## config.mk

```make
export PLATFORM = sky130hd
export DESIGN_NAME = sdp_data_path
export DESIGN_NICKNAME = d
export VERILOG_FILES = /design/src/sdp_types_pkg.sv /design/src/sdp_cfg_pkg.sv /design/src/sdp_operand_sel.sv /design/src/sdp_pe_stage.sv /design/src/sdp_table_rf.sv /design/src/sdp_ctrl.sv /design/src/sdp_data_path.sv
export SDC_FILE = /design/constraint.sdc
export NUM_CORES = 2
export LEC_CHECK = 0
export BUFFER_PORTS_ARGS = -buffer_cell sky130_fd_sc_hd__buf_4
export CAP_MARGIN = 20
export CORE_ASPECT_RATIO = 0.75
export CORE_UTILIZATION = 45
export DETAILED_ROUTE_END_ITERATION = 10
export GPL_TIMING_DRIVEN = 0
export HOLD_SLACK_MARGIN = 0.05
export MAX_ROUTING_LAYER = met4
export PLACE_DENSITY_LB_ADDON = 0.1
export SYNTH_ARGS = -nofsm -noshare
export SYNTH_HDL_FRONTEND = slang
export SYNTH_SLANG_ARGS = --single-unit
```

## constraint.sdc

```tcl
create_clock -name clk -period 18.04 [get_ports clk]
set_input_delay 0 -clock clk [delete_from_list [all_inputs] [get_ports clk]]
set_output_delay 0 -clock clk [all_outputs]
set_load 0.01 [all_outputs]
```

## src/sdp_types_pkg.sv

```systemverilog
package sdp_types_pkg;

    // lane geometry
    localparam int SIMD_DEGREE = 4;
    localparam int DWIDTH      = 16;
    localparam int PHIT_SIZE   = SIMD_DEGREE * DWIDTH;

    // per-stage table
    localparam int RF_DEPTH = 8;
    localparam int RF_AW    = 3;

    // iteration tag carried with every phit
    localparam int ITR_W = 8;

    typedef logic [DWIDTH-1:0]      lane_t;
    typedef logic [PHIT_SIZE-1:0]   phit_t;
    typedef logic [SIMD_DEGREE-1:0] lane_mask_t;
    typedef logic [ITR_W-1:0]       itr_t;
    typedef logic [RF_AW-1:0]       rf_addr_t;

    // lane i sits at data[i*DWIDTH +: DWIDTH]
    // phit is valid when any mask bit is set
    typedef struct packed {
        lane_mask_t mask;
        itr_t       itr;
        phit_t      data;
    } stage_bus_t;

endpackage

```

## src/sdp_cfg_pkg.sv

```systemverilog
package sdp_cfg_pkg;

    import sdp_types_pkg::*;

    localparam int NUM_STAGES = 3;
    // cycles from stage input to stage output
    localparam int PE_LATENCY = 2;

    typedef enum logic [1:0] {
        OP_ADD,
        OP_SUB,
        OP_MAX,
        OP_MIN
    } pe_op_e;

    // operand sources
    typedef enum logic [1:0] {
        SRC_STREAM,
        SRC_ITR,
        SRC_IMM,
        SRC_RF
    } src_e;

    typedef logic [1:0] stage_idx_t;

    typedef struct packed {
        pe_op_e   op;
        src_e     src_a;
        src_e     src_b;
        lane_t    imm;
        rf_addr_t rd_addr;
        // table read address taken from the itr tag
        logic     use_itr;
        logic     wb_en;
        rf_addr_t wb_addr;
    } stage_cfg_t;

    // stream + 0, no write-back
    localparam stage_cfg_t CFG_RESET = '{
        op:      OP_ADD,
        src_a:   SRC_STREAM,
        src_b:   SRC_IMM,
        imm:     '0,
        rd_addr: '0,
        use_itr: 1'b0,
        wb_en:   1'b0,
        wb_addr: '0
    };

endpackage

```

## src/sdp_operand_sel.sv

```systemverilog
`timescale 1ns/1ps

module sdp_operand_sel (
    input  sdp_types_pkg::stage_bus_t i_bus,
    input  sdp_cfg_pkg::stage_cfg_t   i_cfg,
    input  sdp_types_pkg::phit_t      i_rf_rdata,
    output sdp_types_pkg::rf_addr_t   o_rf_raddr,
    output sdp_types_pkg::phit_t      o_op_a,
    output sdp_types_pkg::phit_t      o_op_b
);

    import sdp_types_pkg::*;
    import sdp_cfg_pkg::*;

    phit_t itr_bcast;
    phit_t imm_bcast;

    // one 4:1 phit mux, used for both operands
    function automatic phit_t pick_src(
        input src_e  sel,
        input phit_t stream,
        input phit_t itr_b,
        input phit_t imm_b,
        input phit_t rf
    );
        phit_t res;
        case (sel)
            SRC_STREAM: res = stream;
            SRC_ITR:    res = itr_b;
            SRC_IMM:    res = imm_b;
            default:    res = rf;
        endcase
        return res;
    endfunction

    // tag and immediate are the same on every lane
    assign itr_bcast = {SIMD_DEGREE{lane_t'(i_bus.itr)}};
    assign imm_bcast = {SIMD_DEGREE{i_cfg.imm}};

    assign o_rf_raddr = i_cfg.use_itr ? i_bus.itr[RF_AW-1:0] : i_cfg.rd_addr;

    assign o_op_a = pick_src(i_cfg.src_a, i_bus.data, itr_bcast, imm_bcast, i_rf_rdata);
    assign o_op_b = pick_src(i_cfg.src_b, i_bus.data, itr_bcast, imm_bcast, i_rf_rdata);

endmodule

```

## src/sdp_pe_stage.sv

```systemverilog
`timescale 1ns/1ps

module sdp_pe_stage (
    input  logic                      clk,
    input  logic                      i_arst_n,
    input  sdp_cfg_pkg::pe_op_e       i_op,
    input  sdp_types_pkg::lane_mask_t i_mask,
    input  sdp_types_pkg::itr_t       i_itr,
    input  sdp_types_pkg::phit_t      i_op_a,
    input  sdp_types_pkg::phit_t      i_op_b,
    output sdp_types_pkg::stage_bus_t o_bus
);

    import sdp_types_pkg::*;
    import sdp_cfg_pkg::*;

    phit_t      alu_res;
    lane_mask_t mask_pipe [PE_LATENCY];
    itr_t       itr_pipe  [PE_LATENCY];
    phit_t      data_pipe [PE_LATENCY];

    // unsigned lane ALU, add and sub wrap modulo 2^DWIDTH
    function automatic lane_t lane_alu(input pe_op_e op, input lane_t a, input lane_t b);
        lane_t res;
        case (op)
            OP_ADD:  res = a + b;
            OP_SUB:  res = a - b;
            OP_MAX:  res = (a > b) ? a : b;
            default: res = (a < b) ? a : b;
        endcase
        return res;
    endfunction

    for (genvar i = 0; i < SIMD_DEGREE; i++) begin : g_lane
        assign alu_res[i*DWIDTH +: DWIDTH] = lane_alu(i_op,
                                                      i_op_a[i*DWIDTH +: DWIDTH],
                                                      i_op_b[i*DWIDTH +: DWIDTH]);
    end

    // valid mask pipeline
    always_ff @(posedge clk or negedge i_arst_n) begin
        if (!i_arst_n) begin
            for (int s = 0; s < PE_LATENCY; s++) begin
                mask_pipe[s] <= '0;
            end
        end else begin
            mask_pipe[0] <= i_mask;
            for (int s = 1; s < PE_LATENCY; s++) begin
                mask_pipe[s] <= mask_pipe[s-1];
            end
        end
    end

    // result and tag follow the mask
    always_ff @(posedge clk) begin
        data_pipe[0] <= alu_res;
        itr_pipe[0]  <= i_itr;
        for (int s = 1; s < PE_LATENCY; s++) begin
            data_pipe[s] <= data_pipe[s-1];
            itr_pipe[s]  <= itr_pipe[s-1];
        end
    end

    assign o_bus = '{
        mask: mask_pipe[PE_LATENCY-1],
        itr:  itr_pipe[PE_LATENCY-1],
        data: data_pipe[PE_LATENCY-1]
    };

endmodule

```

## src/sdp_table_rf.sv

```systemverilog
`timescale 1ns/1ps

module sdp_table_rf (
    input  logic                    clk,
    input  logic                    i_we,
    input  sdp_types_pkg::rf_addr_t i_waddr,
    input  sdp_types_pkg::phit_t    i_wdata,
    input  sdp_types_pkg::rf_addr_t i_raddr,
    output sdp_types_pkg::phit_t    o_rdata
);

    import sdp_types_pkg::*;

    phit_t mem [RF_DEPTH];

    // single write port, load or write-back chosen upstream
    always_ff @(posedge clk) begin
        if (i_we) begin
            mem[i_waddr] <= i_wdata;
        end
    end

    // async read, sees a write right after its edge
    assign o_rdata = mem[i_raddr];

endmodule

```

## src/sdp_ctrl.sv

```systemverilog
`timescale 1ns/1ps

module sdp_ctrl (
    input  logic                      clk,
    input  logic                      i_arst_n,
    input  logic                      i_cfg_we,
    input  sdp_cfg_pkg::stage_idx_t   i_cfg_stage,
    input  sdp_cfg_pkg::stage_cfg_t   i_cfg_word,
    input  logic                      i_itr_clr,
    input  sdp_types_pkg::lane_mask_t i_in_mask,
    input  logic                      i_tbl_we,
    input  sdp_cfg_pkg::stage_idx_t   i_tbl_stage,
    input  sdp_types_pkg::rf_addr_t   i_tbl_addr,
    input  sdp_types_pkg::phit_t      i_tbl_data,
    input  sdp_types_pkg::stage_bus_t i_stage_res [sdp_cfg_pkg::NUM_STAGES],
    output sdp_cfg_pkg::stage_cfg_t   o_cfg       [sdp_cfg_pkg::NUM_STAGES],
    output sdp_types_pkg::itr_t       o_itr,
    output logic [sdp_cfg_pkg::NUM_STAGES-1:0] o_rf_we,
    output sdp_types_pkg::rf_addr_t   o_rf_waddr  [sdp_cfg_pkg::NUM_STAGES],
    output sdp_types_pkg::phit_t      o_rf_wdata  [sdp_cfg_pkg::NUM_STAGES]
);

    import sdp_types_pkg::*;
    import sdp_cfg_pkg::*;

    stage_cfg_t cfg_q [NUM_STAGES];
    itr_t       itr_q;

    // per-stage config words, new word active next cycle
    always_ff @(posedge clk or negedge i_arst_n) begin
        if (!i_arst_n) begin
            for (int s = 0; s < NUM_STAGES; s++) begin
                cfg_q[s] <= CFG_RESET;
            end
        end else if (i_cfg_we) begin
            for (int s = 0; s < NUM_STAGES; s++) begin
                if (i_cfg_stage == stage_idx_t'(s)) begin
                    cfg_q[s] <= i_cfg_word;
                end
            end
        end
    end

    // counts phits with any valid lane, clear has priority
    always_ff @(posedge clk or negedge i_arst_n) begin
        if (!i_arst_n) begin
            itr_q <= '0;
        end else if (i_itr_clr) begin
            itr_q <= '0;
        end else if (|i_in_mask) begin
            itr_q <= itr_q + 1'b1;
        end
    end

    // the entering phit carries the pre-increment value
    assign o_itr = itr_q;

    for (genvar s = 0; s < NUM_STAGES; s++) begin : g_wport
        logic load_hit;
        logic wb_hit;

        assign load_hit = i_tbl_we && (i_tbl_stage == stage_idx_t'(s));
        assign wb_hit   = cfg_q[s].wb_en && (|i_stage_res[s].mask);

        // runtime load wins, a clashing write-back is lost
        assign o_rf_we[s]    = load_hit || wb_hit;
        assign o_rf_waddr[s] = load_hit ? i_tbl_addr : cfg_q[s].wb_addr;
        assign o_rf_wdata[s] = load_hit ? i_tbl_data : i_stage_res[s].data;

        assign o_cfg[s] = cfg_q[s];
    end

endmodule

```

## src/sdp_data_path.sv

```systemverilog
`timescale 1ns/1ps

module sdp_data_path (
    input  logic                      clk,
    input  logic                      i_arst_n,
    input  sdp_types_pkg::phit_t      i_stream_in,
    input  sdp_types_pkg::lane_mask_t i_stream_valid,
    input  logic                      i_itr_clr,
    input  logic                      i_cfg_we,
    input  sdp_cfg_pkg::stage_idx_t   i_cfg_stage,
    input  sdp_cfg_pkg::stage_cfg_t   i_cfg_word,
    input  logic                      i_tbl_we,
    input  sdp_cfg_pkg::stage_idx_t   i_tbl_stage,
    input  sdp_types_pkg::rf_addr_t   i_tbl_addr,
    input  sdp_types_pkg::phit_t      i_tbl_data,
    output sdp_types_pkg::phit_t      o_stream_out,
    output sdp_types_pkg::lane_mask_t o_stream_valid
);

    import sdp_types_pkg::*;
    import sdp_cfg_pkg::*;

    // bus[k] enters stage k, bus[NUM_STAGES] is the output
    stage_bus_t            bus       [NUM_STAGES+1];
    stage_bus_t            stage_res [NUM_STAGES];
    stage_cfg_t            cfg       [NUM_STAGES];
    itr_t                  itr_cnt;
    logic [NUM_STAGES-1:0] rf_we;
    rf_addr_t              rf_waddr  [NUM_STAGES];
    phit_t                 rf_wdata  [NUM_STAGES];

    sdp_ctrl u_ctrl (
        .clk         (clk),
        .i_arst_n    (i_arst_n),
        .i_cfg_we    (i_cfg_we),
        .i_cfg_stage (i_cfg_stage),
        .i_cfg_word  (i_cfg_word),
        .i_itr_clr   (i_itr_clr),
        .i_in_mask   (i_stream_valid),
        .i_tbl_we    (i_tbl_we),
        .i_tbl_stage (i_tbl_stage),
        .i_tbl_addr  (i_tbl_addr),
        .i_tbl_data  (i_tbl_data),
        .i_stage_res (stage_res),
        .o_cfg       (cfg),
        .o_itr       (itr_cnt),
        .o_rf_we     (rf_we),
        .o_rf_waddr  (rf_waddr),
        .o_rf_wdata  (rf_wdata)
    );

    assign bus[0] = '{mask: i_stream_valid, itr: itr_cnt, data: i_stream_in};

    for (genvar k = 0; k < NUM_STAGES; k++) begin : g_stage
        rf_addr_t rf_raddr;
        phit_t    rf_rdata;
        phit_t    op_a;
        phit_t    op_b;

        sdp_operand_sel u_sel (
            .i_bus      (bus[k]),
            .i_cfg      (cfg[k]),
            .i_rf_rdata (rf_rdata),
            .o_rf_raddr (rf_raddr),
            .o_op_a     (op_a),
            .o_op_b     (op_b)
        );

        sdp_pe_stage u_pe (
            .clk      (clk),
            .i_arst_n (i_arst_n),
            .i_op     (cfg[k].op),
            .i_mask   (bus[k].mask),
            .i_itr    (bus[k].itr),
            .i_op_a   (op_a),
            .i_op_b   (op_b),
            .o_bus    (stage_res[k])
        );

        sdp_table_rf u_rf (
            .clk     (clk),
            .i_we    (rf_we[k]),
            .i_waddr (rf_waddr[k]),
            .i_wdata (rf_wdata[k]),
            .i_raddr (rf_raddr),
            .o_rdata (rf_rdata)
        );

        assign bus[k+1] = stage_res[k];
    end

    assign o_stream_out   = bus[NUM_STAGES].data;
    assign o_stream_valid = bus[NUM_STAGES].mask;

endmodule

```

### After elaboration in Yosys (flattened, before gate mapping)

Memory sizes are Yosys's and may differ from the RTL's.
Index checks and enable logic that the tools add are counted.

| word-level totals | value |
|---|---|
| output and inout bits | 68 |
| memory bits (writable) | 1,952 |
| input port bits | 174 |
| memories | 8 |
| bits in registers | 122 |
| logic and storage cells | 197 |

| operators by class | value |
|---|---|
| equal/unequal tests | 22 |
| add/subtract/negate cells | 25 |
| reductions and logical operators | 28 |
| multiplexer cells | 59 |
| magnitude comparators | 24 |

Memory list:

| name | words | bits a word | rd ports | clocked after memory_dff | write ports | RTL line | text |
|---|---|---|---|---|---|---|---|
| g_stage[0].u_rf.mem | 8 | 64 | 1 | 0 | 1 | sdp_table_rf.sv:14 | `phit_t mem [RF_DEPTH];` |
| g_stage[1].u_rf.mem | 8 | 64 | 1 | 0 | 1 | sdp_table_rf.sv:14 |  |
| g_stage[2].u_rf.mem | 8 | 64 | 1 | 0 | 1 | sdp_table_rf.sv:14 |  |
| g_stage[0].u_pe.data_pipe | 2 | 64 | 2 | 0 | 2 | sdp_pe_stage.sv:20 | `phit_t data_pipe [PE_LATENCY];` |
| g_stage[1].u_pe.data_pipe | 2 | 64 | 2 | 0 | 2 | sdp_pe_stage.sv:20 |  |
| g_stage[2].u_pe.data_pipe | 2 | 64 | 2 | 0 | 2 | sdp_pe_stage.sv:20 |  |
| +2 memories | -- | -- | -- | -- | -- | -- |  |

Operators by type and width:

| kind | count |
|---|---|
| $pmux 64 s3 | 6 |
| $pmux 16 s3 | 12 |
| $mux 16 | 24 |
| $add 16x16->16 | 12 |
| $gt 16x16->1 | 12 |
| $lt 16x16->1 | 12 |
| $mux 64 | 3 |
| $sub 16x16->16 | 12 |
| $eq 2x1->1 const B | 11 |
| $eq 2x2->1 const B | 11 |
| $logic_not 2->1 | 11 |
| $mux 3 | 6 |
| $mux 8 | 2 |
| $reduce_or 4->1 | 4 |
| $add 8x1->8 const B | 1 |
| $logic_and 1x1->1 | 6 |
| $mux 1 | 6 |
| $reduce_and 2->1 | 3 |
| $logic_or 1x1->1 | 3 |
| $reduce_bool 2->1 | 1 |

### Logic depth before layout (Yosys ltp)

An unclocked memory read counts as a cell.

| depth | value |
|---|---|
| word-level depth | 7 |
| gate-level depth with buffers | 27 |

### Hierarchy

A second synthesis with hierarchy kept.

| second synthesis, totals | value |
|---|---|
| cells, all modules | 7,530 |
| area total of the unflattened synthesis | 107,116.5 um^2 |

By module, submodules not included:

| module | area each (um^2) | cells an instance | instances |
|---|---|---|---|
| sdp_table_rf | 19,266.0 | 752 | 3 |
| sdp_pe_stage (g_stage[1].u_pe) | 11,390.9 | 1,379 | 1 |
| sdp_pe_stage (g_stage[0].u_pe) | 11,383.4 | 1,364 | 1 |
| sdp_pe_stage (g_stage[2].u_pe) | 11,349.6 | 1,375 | 1 |
| sdp_operand_sel | 3,001.6 | 231 | 3 |
| sdp_ctrl | 6,189.7 | 463 | 1 |

### Worst setup path before layout

OpenSTA, ideal clock, no wires.

| timing | value |
|---|---|
| path type | flip-flop to flip-flop |
| start point | register u_ctrl.cfg_q, in the netlist u_ctrl.o_cfg[4] |
| end point | memory g_stage[2].u_pe.data_pipe[0][6] in the netlist's numbering |
| slack | 11.894 ns |
| period minus slack after synthesis | 6.146 ns |
| arrival | 6.011 ns |
| library setup time | 0.134 ns |
| stages on the path, launching flop included | 24 |
| path through | dfrtp_1 -> buf_2 -> mux2i_1 -> clkbuf_1 -> buf_2 -> buf_2 -> mux4_2 -> mux2i_1 -> o21ai_0 -> a22oi_1 -> inv_1 -> ha_1 -> clkbuf_1 -> nand2b_1 -> a21o_1 -> a21oi_1 -> o21ai_1 -> a21oi_1 -> or4b_2 -> a311oi_1 -> nor2_4 -> nand2_2 -> mux2_2 -> mux4_2 |

RTL lines:

| item | RTL line | text |
|---|---|---|
| start: declaration | sdp_ctrl.sv:26 | `stage_cfg_t cfg_q [NUM_STAGES];` |
| start signal: indexed assignment | sdp_ctrl.sv:38 | `cfg_q[s] <= i_cfg_word;` |
| end: declaration | sdp_pe_stage.sv:20 |  |

==> results.md <==
* Status: completed
* WL per Instance at 36.6 um
* Critical path peak fanout at 10
* Initial Utilization at 45.3%
* Setup Buffers After CTS at 0
* Sum of net half-perimeters after detailed placement at 375000 um
* Worst-margin pin slew at 1.38 ns
* Core Rows at 154
* Total power draw at 0.0230 W
* Vias at 84200
* Leak at 46.7 nW
* Yosys top cell area share at 43.3%
* Post-route cell area at 124000 um^2
* Port bufs at 240
* Routed Antenna Nets at 0
* CTS Buf Count at 206
* # IOs at 242
* Yosys warns at 0
* Final Hold Fails at 0
* CTS tree: built
* DIE HEIGHT at 423 um
* Initial antenna violation count at 54
* RD Place Congestion at 1.11
* Async set-reset flop share out of synthesis at 5.88%
* Clk_skew at 0.0682 ns
* Worst VDD drop at 0.113 mV
* Post-DP Area at 115000 um^2
* Iteration-0 DRC Markers at 13900
* Crit path from: u_ctrl.o_cfg[4]
* Post-synth net total at 9449
* Final setup fails at 0
* Post-synth EDFFs at 1536
* PwrDens at 185 nW/um^2
* Reg clk slew, reported paths at 0.07 ns
* Vias in the first global route at 75100
* Share of cells above drive strength 1 at 16.9%
* Post-Syn Instances at 8878
* # DRC at 0
* FF-to-FF path depth at 25
* Synth Register Bits at 2074
* GRT Residual Overflow at 0
* Post-synth cell types at 107
* M1 GR Usage at 61.5%
* Clock sinks at 2074
* Final #Nets at 10300
* WL final at 476000 um
* Main synth FF type: edfxtp_1
* Die area at 239000 um^2
* Setup TNS at 0 ns
* Synth Cell Area at 107000 um^2
* Max-Cap Viols at 0
* Crit path DAT at 10.34 ns
* Worst Setup EP: g_stage[2].u_pe.data_pipe[0][55]
* Largest net degree at the start of global routing at 70
* Final period util at 53.4%
* Chip Width at 564 um
* Synth area leader: edfxtp_1
* Final Slew Violations at 0
* CTS Buffer Depth at 4
* Startpoint Class: flop
* Non-Filler Instances at 13000
* Placed cell count at 12400
* Top cells by area, synth: edfxtp_1 (43%), dfxtp_1 (7.8%), mux4_2 (7.7%)
* TritonRoute pass-1 iters at 8
* Minimum clock period at 9.64 ns
* Worst Setup Path Type: reg2reg
* CTS root buf: clkbuf_16
* CP required at 18.74 ns
* Fmax at 104 MHz
* Relative slew slack at 5.29%
* Crit end category: flop
* H-Tree Depth at 4
* RR Startpoint: u_ctrl.o_cfg[4]
* Post-Syn Area per Cell at 12.0 um^2
* Worst reg2reg endpoint: g_stage[2].u_pe.data_pipe[0][55]
* Via density at 6.48
* Post-synthesis sequential area ratio at 54.0%
* Hold WC Path Type: in2reg
* GRT Total Usage at 40.1%
* Clock Latency Late Sink at 0.91 ns
* RSZ-0062 raised after global routing: false
* Busiest grt layer: met1
* Met3 GRT Util at 13.8%
* Met2 Usage GRT at 48.8%
* Area grow syn2layout at 16.2%
* First-pass GRT wire length at 636000 um
* R2r setup slk at 8.40 ns
* Core region area at 235000 um^2
## worst max-delay path: stages, from the launching register on
cell and delay, ns:
dfrtp_1 0.32, buf_2 0.17, mux2i_1 0.65, clkbuf_1 0.64, buf_2 0.64, buf_2 0.49, mux4_2 0.55, mux2i_1 0.55
o21ai_0 0.15, a22oi_1 0.27, inv_1 0.11, ha_1 0.29, clkbuf_1 0.37, nor2b_1 0.09, o21ai_0 0.17, a21oi_1 0.10
o21ai_0 0.32, a21oi_1 0.15, a211oi_1 1.00, o2111ai_1 0.35, nand2_2 0.31, nor2_4 0.12, a21oi_2 0.43, buf_4 0.42
mux2i_1 0.12, mux2i_1 0.66
## worst min path at each step
stage / start / end / cells past startpoint
finish: i_cfg_word[24] / u_ctrl.o_cfg[24] / 3
floorplan: i_arst_n / g_stage[0].u_pe.mask_pipe[4] / 0
global route: i_cfg_word[8] / u_ctrl.o_cfg[38] / 3
detailed placement: i_arst_n / u_ctrl.o_cfg[7] / 1
CTS: i_cfg_word[8] / u_ctrl.o_cfg[38] / 3
global placement: i_stream_valid[1] / g_stage[0].u_pe.mask_pipe[5] / 1
## cell type report
class / count / area (um^2)
buffer: 594 / 2730
multi-input combinational: 5734 / 44800
clock buffer: 266 / 5640
tap: 3120 / 3900
clock inverter: 110 / 1080
timing repair buffer: 593 / 6380
sequential: 2074 / 57500
antenna: 38 / 95.1
fill: 20300 / 111000
inverter: 476 / 1790
## flip-flops by register name, summed over array words and instances (netlist names)
register,cells
g_stage.u_pe.o_bus,12
u_ctrl.o_itr,8
g_stage.u_rf.mem,1536
g_stage.u_pe.itr_pipe,32
u_ctrl.o_cfg,90
g_stage.u_pe.mask_pipe,12
g_stage.u_pe.data_pipe,384
## power breakdown
| part | switching (W) | internal, W |
|---|---|---|
| clock | 0.00193 | 0.00245 |
| combinational | 0.00777 | 0.00378 |
| sequential | 0.000581 | 0.00647 |
| total | 0.0103 | 0.0127 |
## stage by stage
| stage | hold WS [ns] | utilization (%) | worst slack (ns) |
|---|---|---|---|
| after detailed placement | -0.0124 | 48.9 | 8.65 |
| after CTS | 0.0506 | 52.6 | 8.63 |
| after global routing | 0.0629 | 52.7 | 7.98 |
| after floorplan | -0.296 | - | 11.89 |
| after global placement | 0.119 | 47.8 | 7.88 |
| final | 0.0891 | 52.7 | 8.40 |
## kinds of logic (layout without fill, tap and decap cells)
group                      count (synthesis)  in the layout  share of synthesized area, %
DFF                                     2074           2074                          54.0
xor gates and xnor gates                 183            183                          1.50
AOI/OAI and AO/OA                       2145           2145                          13.0
other                                      0             38                             0
and+or+nand+nor                         1983           1983                          8.29
adders and majority gates                397            397                          4.83
muxes                                   1026           1026                          14.2
buffers and inverters                   1070           2039                          4.22
## cell usage after synthesis (19+ instances only)
cell type,n
a211o_1,29
a211oi_1,76
a21o_1,72
a21oi_1,480
a221oi_1,19
a22o_1,93
a22oi_1,117
a31oi_1,149
and2_1,20
buf_1,64
buf_2,90
buf_4,83
clkbuf_1,349
dfrtp_1,119
dfxtp_1,416
edfxtp_1,1536
fa_1,24
ha_1,373
inv_1,470
mux2_2,259
mux2i_1,395
mux4_2,364
nand2_1,656
nand2b_1,62
nand3_1,83
nor2_1,690
nor2b_1,40
nor3_1,208
o211ai_1,71
o21a_1,35
o21ai_0,552
o21bai_1,54
o22ai_1,56
o31ai_1,95
or2_2,56
or3_1,39
xnor2_1,139
xor2_1,44
## placed cells by master (no fill, tap or decap), types with 98 or more instances in the layout
cell and count:
a21oi_1 480, a22oi_1 117, a31oi_1 149, buf_2 98, buf_4 341, clkbuf_1 385
clkbuf_16 213, dfrtp_1 119, dfxtp_1 416, dlygate4sd3_1 196, edfxtp_1 1536, ha_1 373
inv_1 470, mux2_2 259, mux2i_1 393, mux4_2 364, nand2_1 656, nor2_1 665
nor3_1 208, o21ai_0 552, xnor2_1 139
## metal layers
layer	vias up	routed length [um]
li1	34900	-
met1	43100	217000
met2	5520	178000
met3	629	66100
met4	0	15300
met5	-	0
## timing repair
action | CTS | global route
hold endpoints to repair | 1818 | 0
hold buffers | 197 | 0
resized for setup | 0 | 0
No activity file was read; power rests on OpenSTA's default activity.
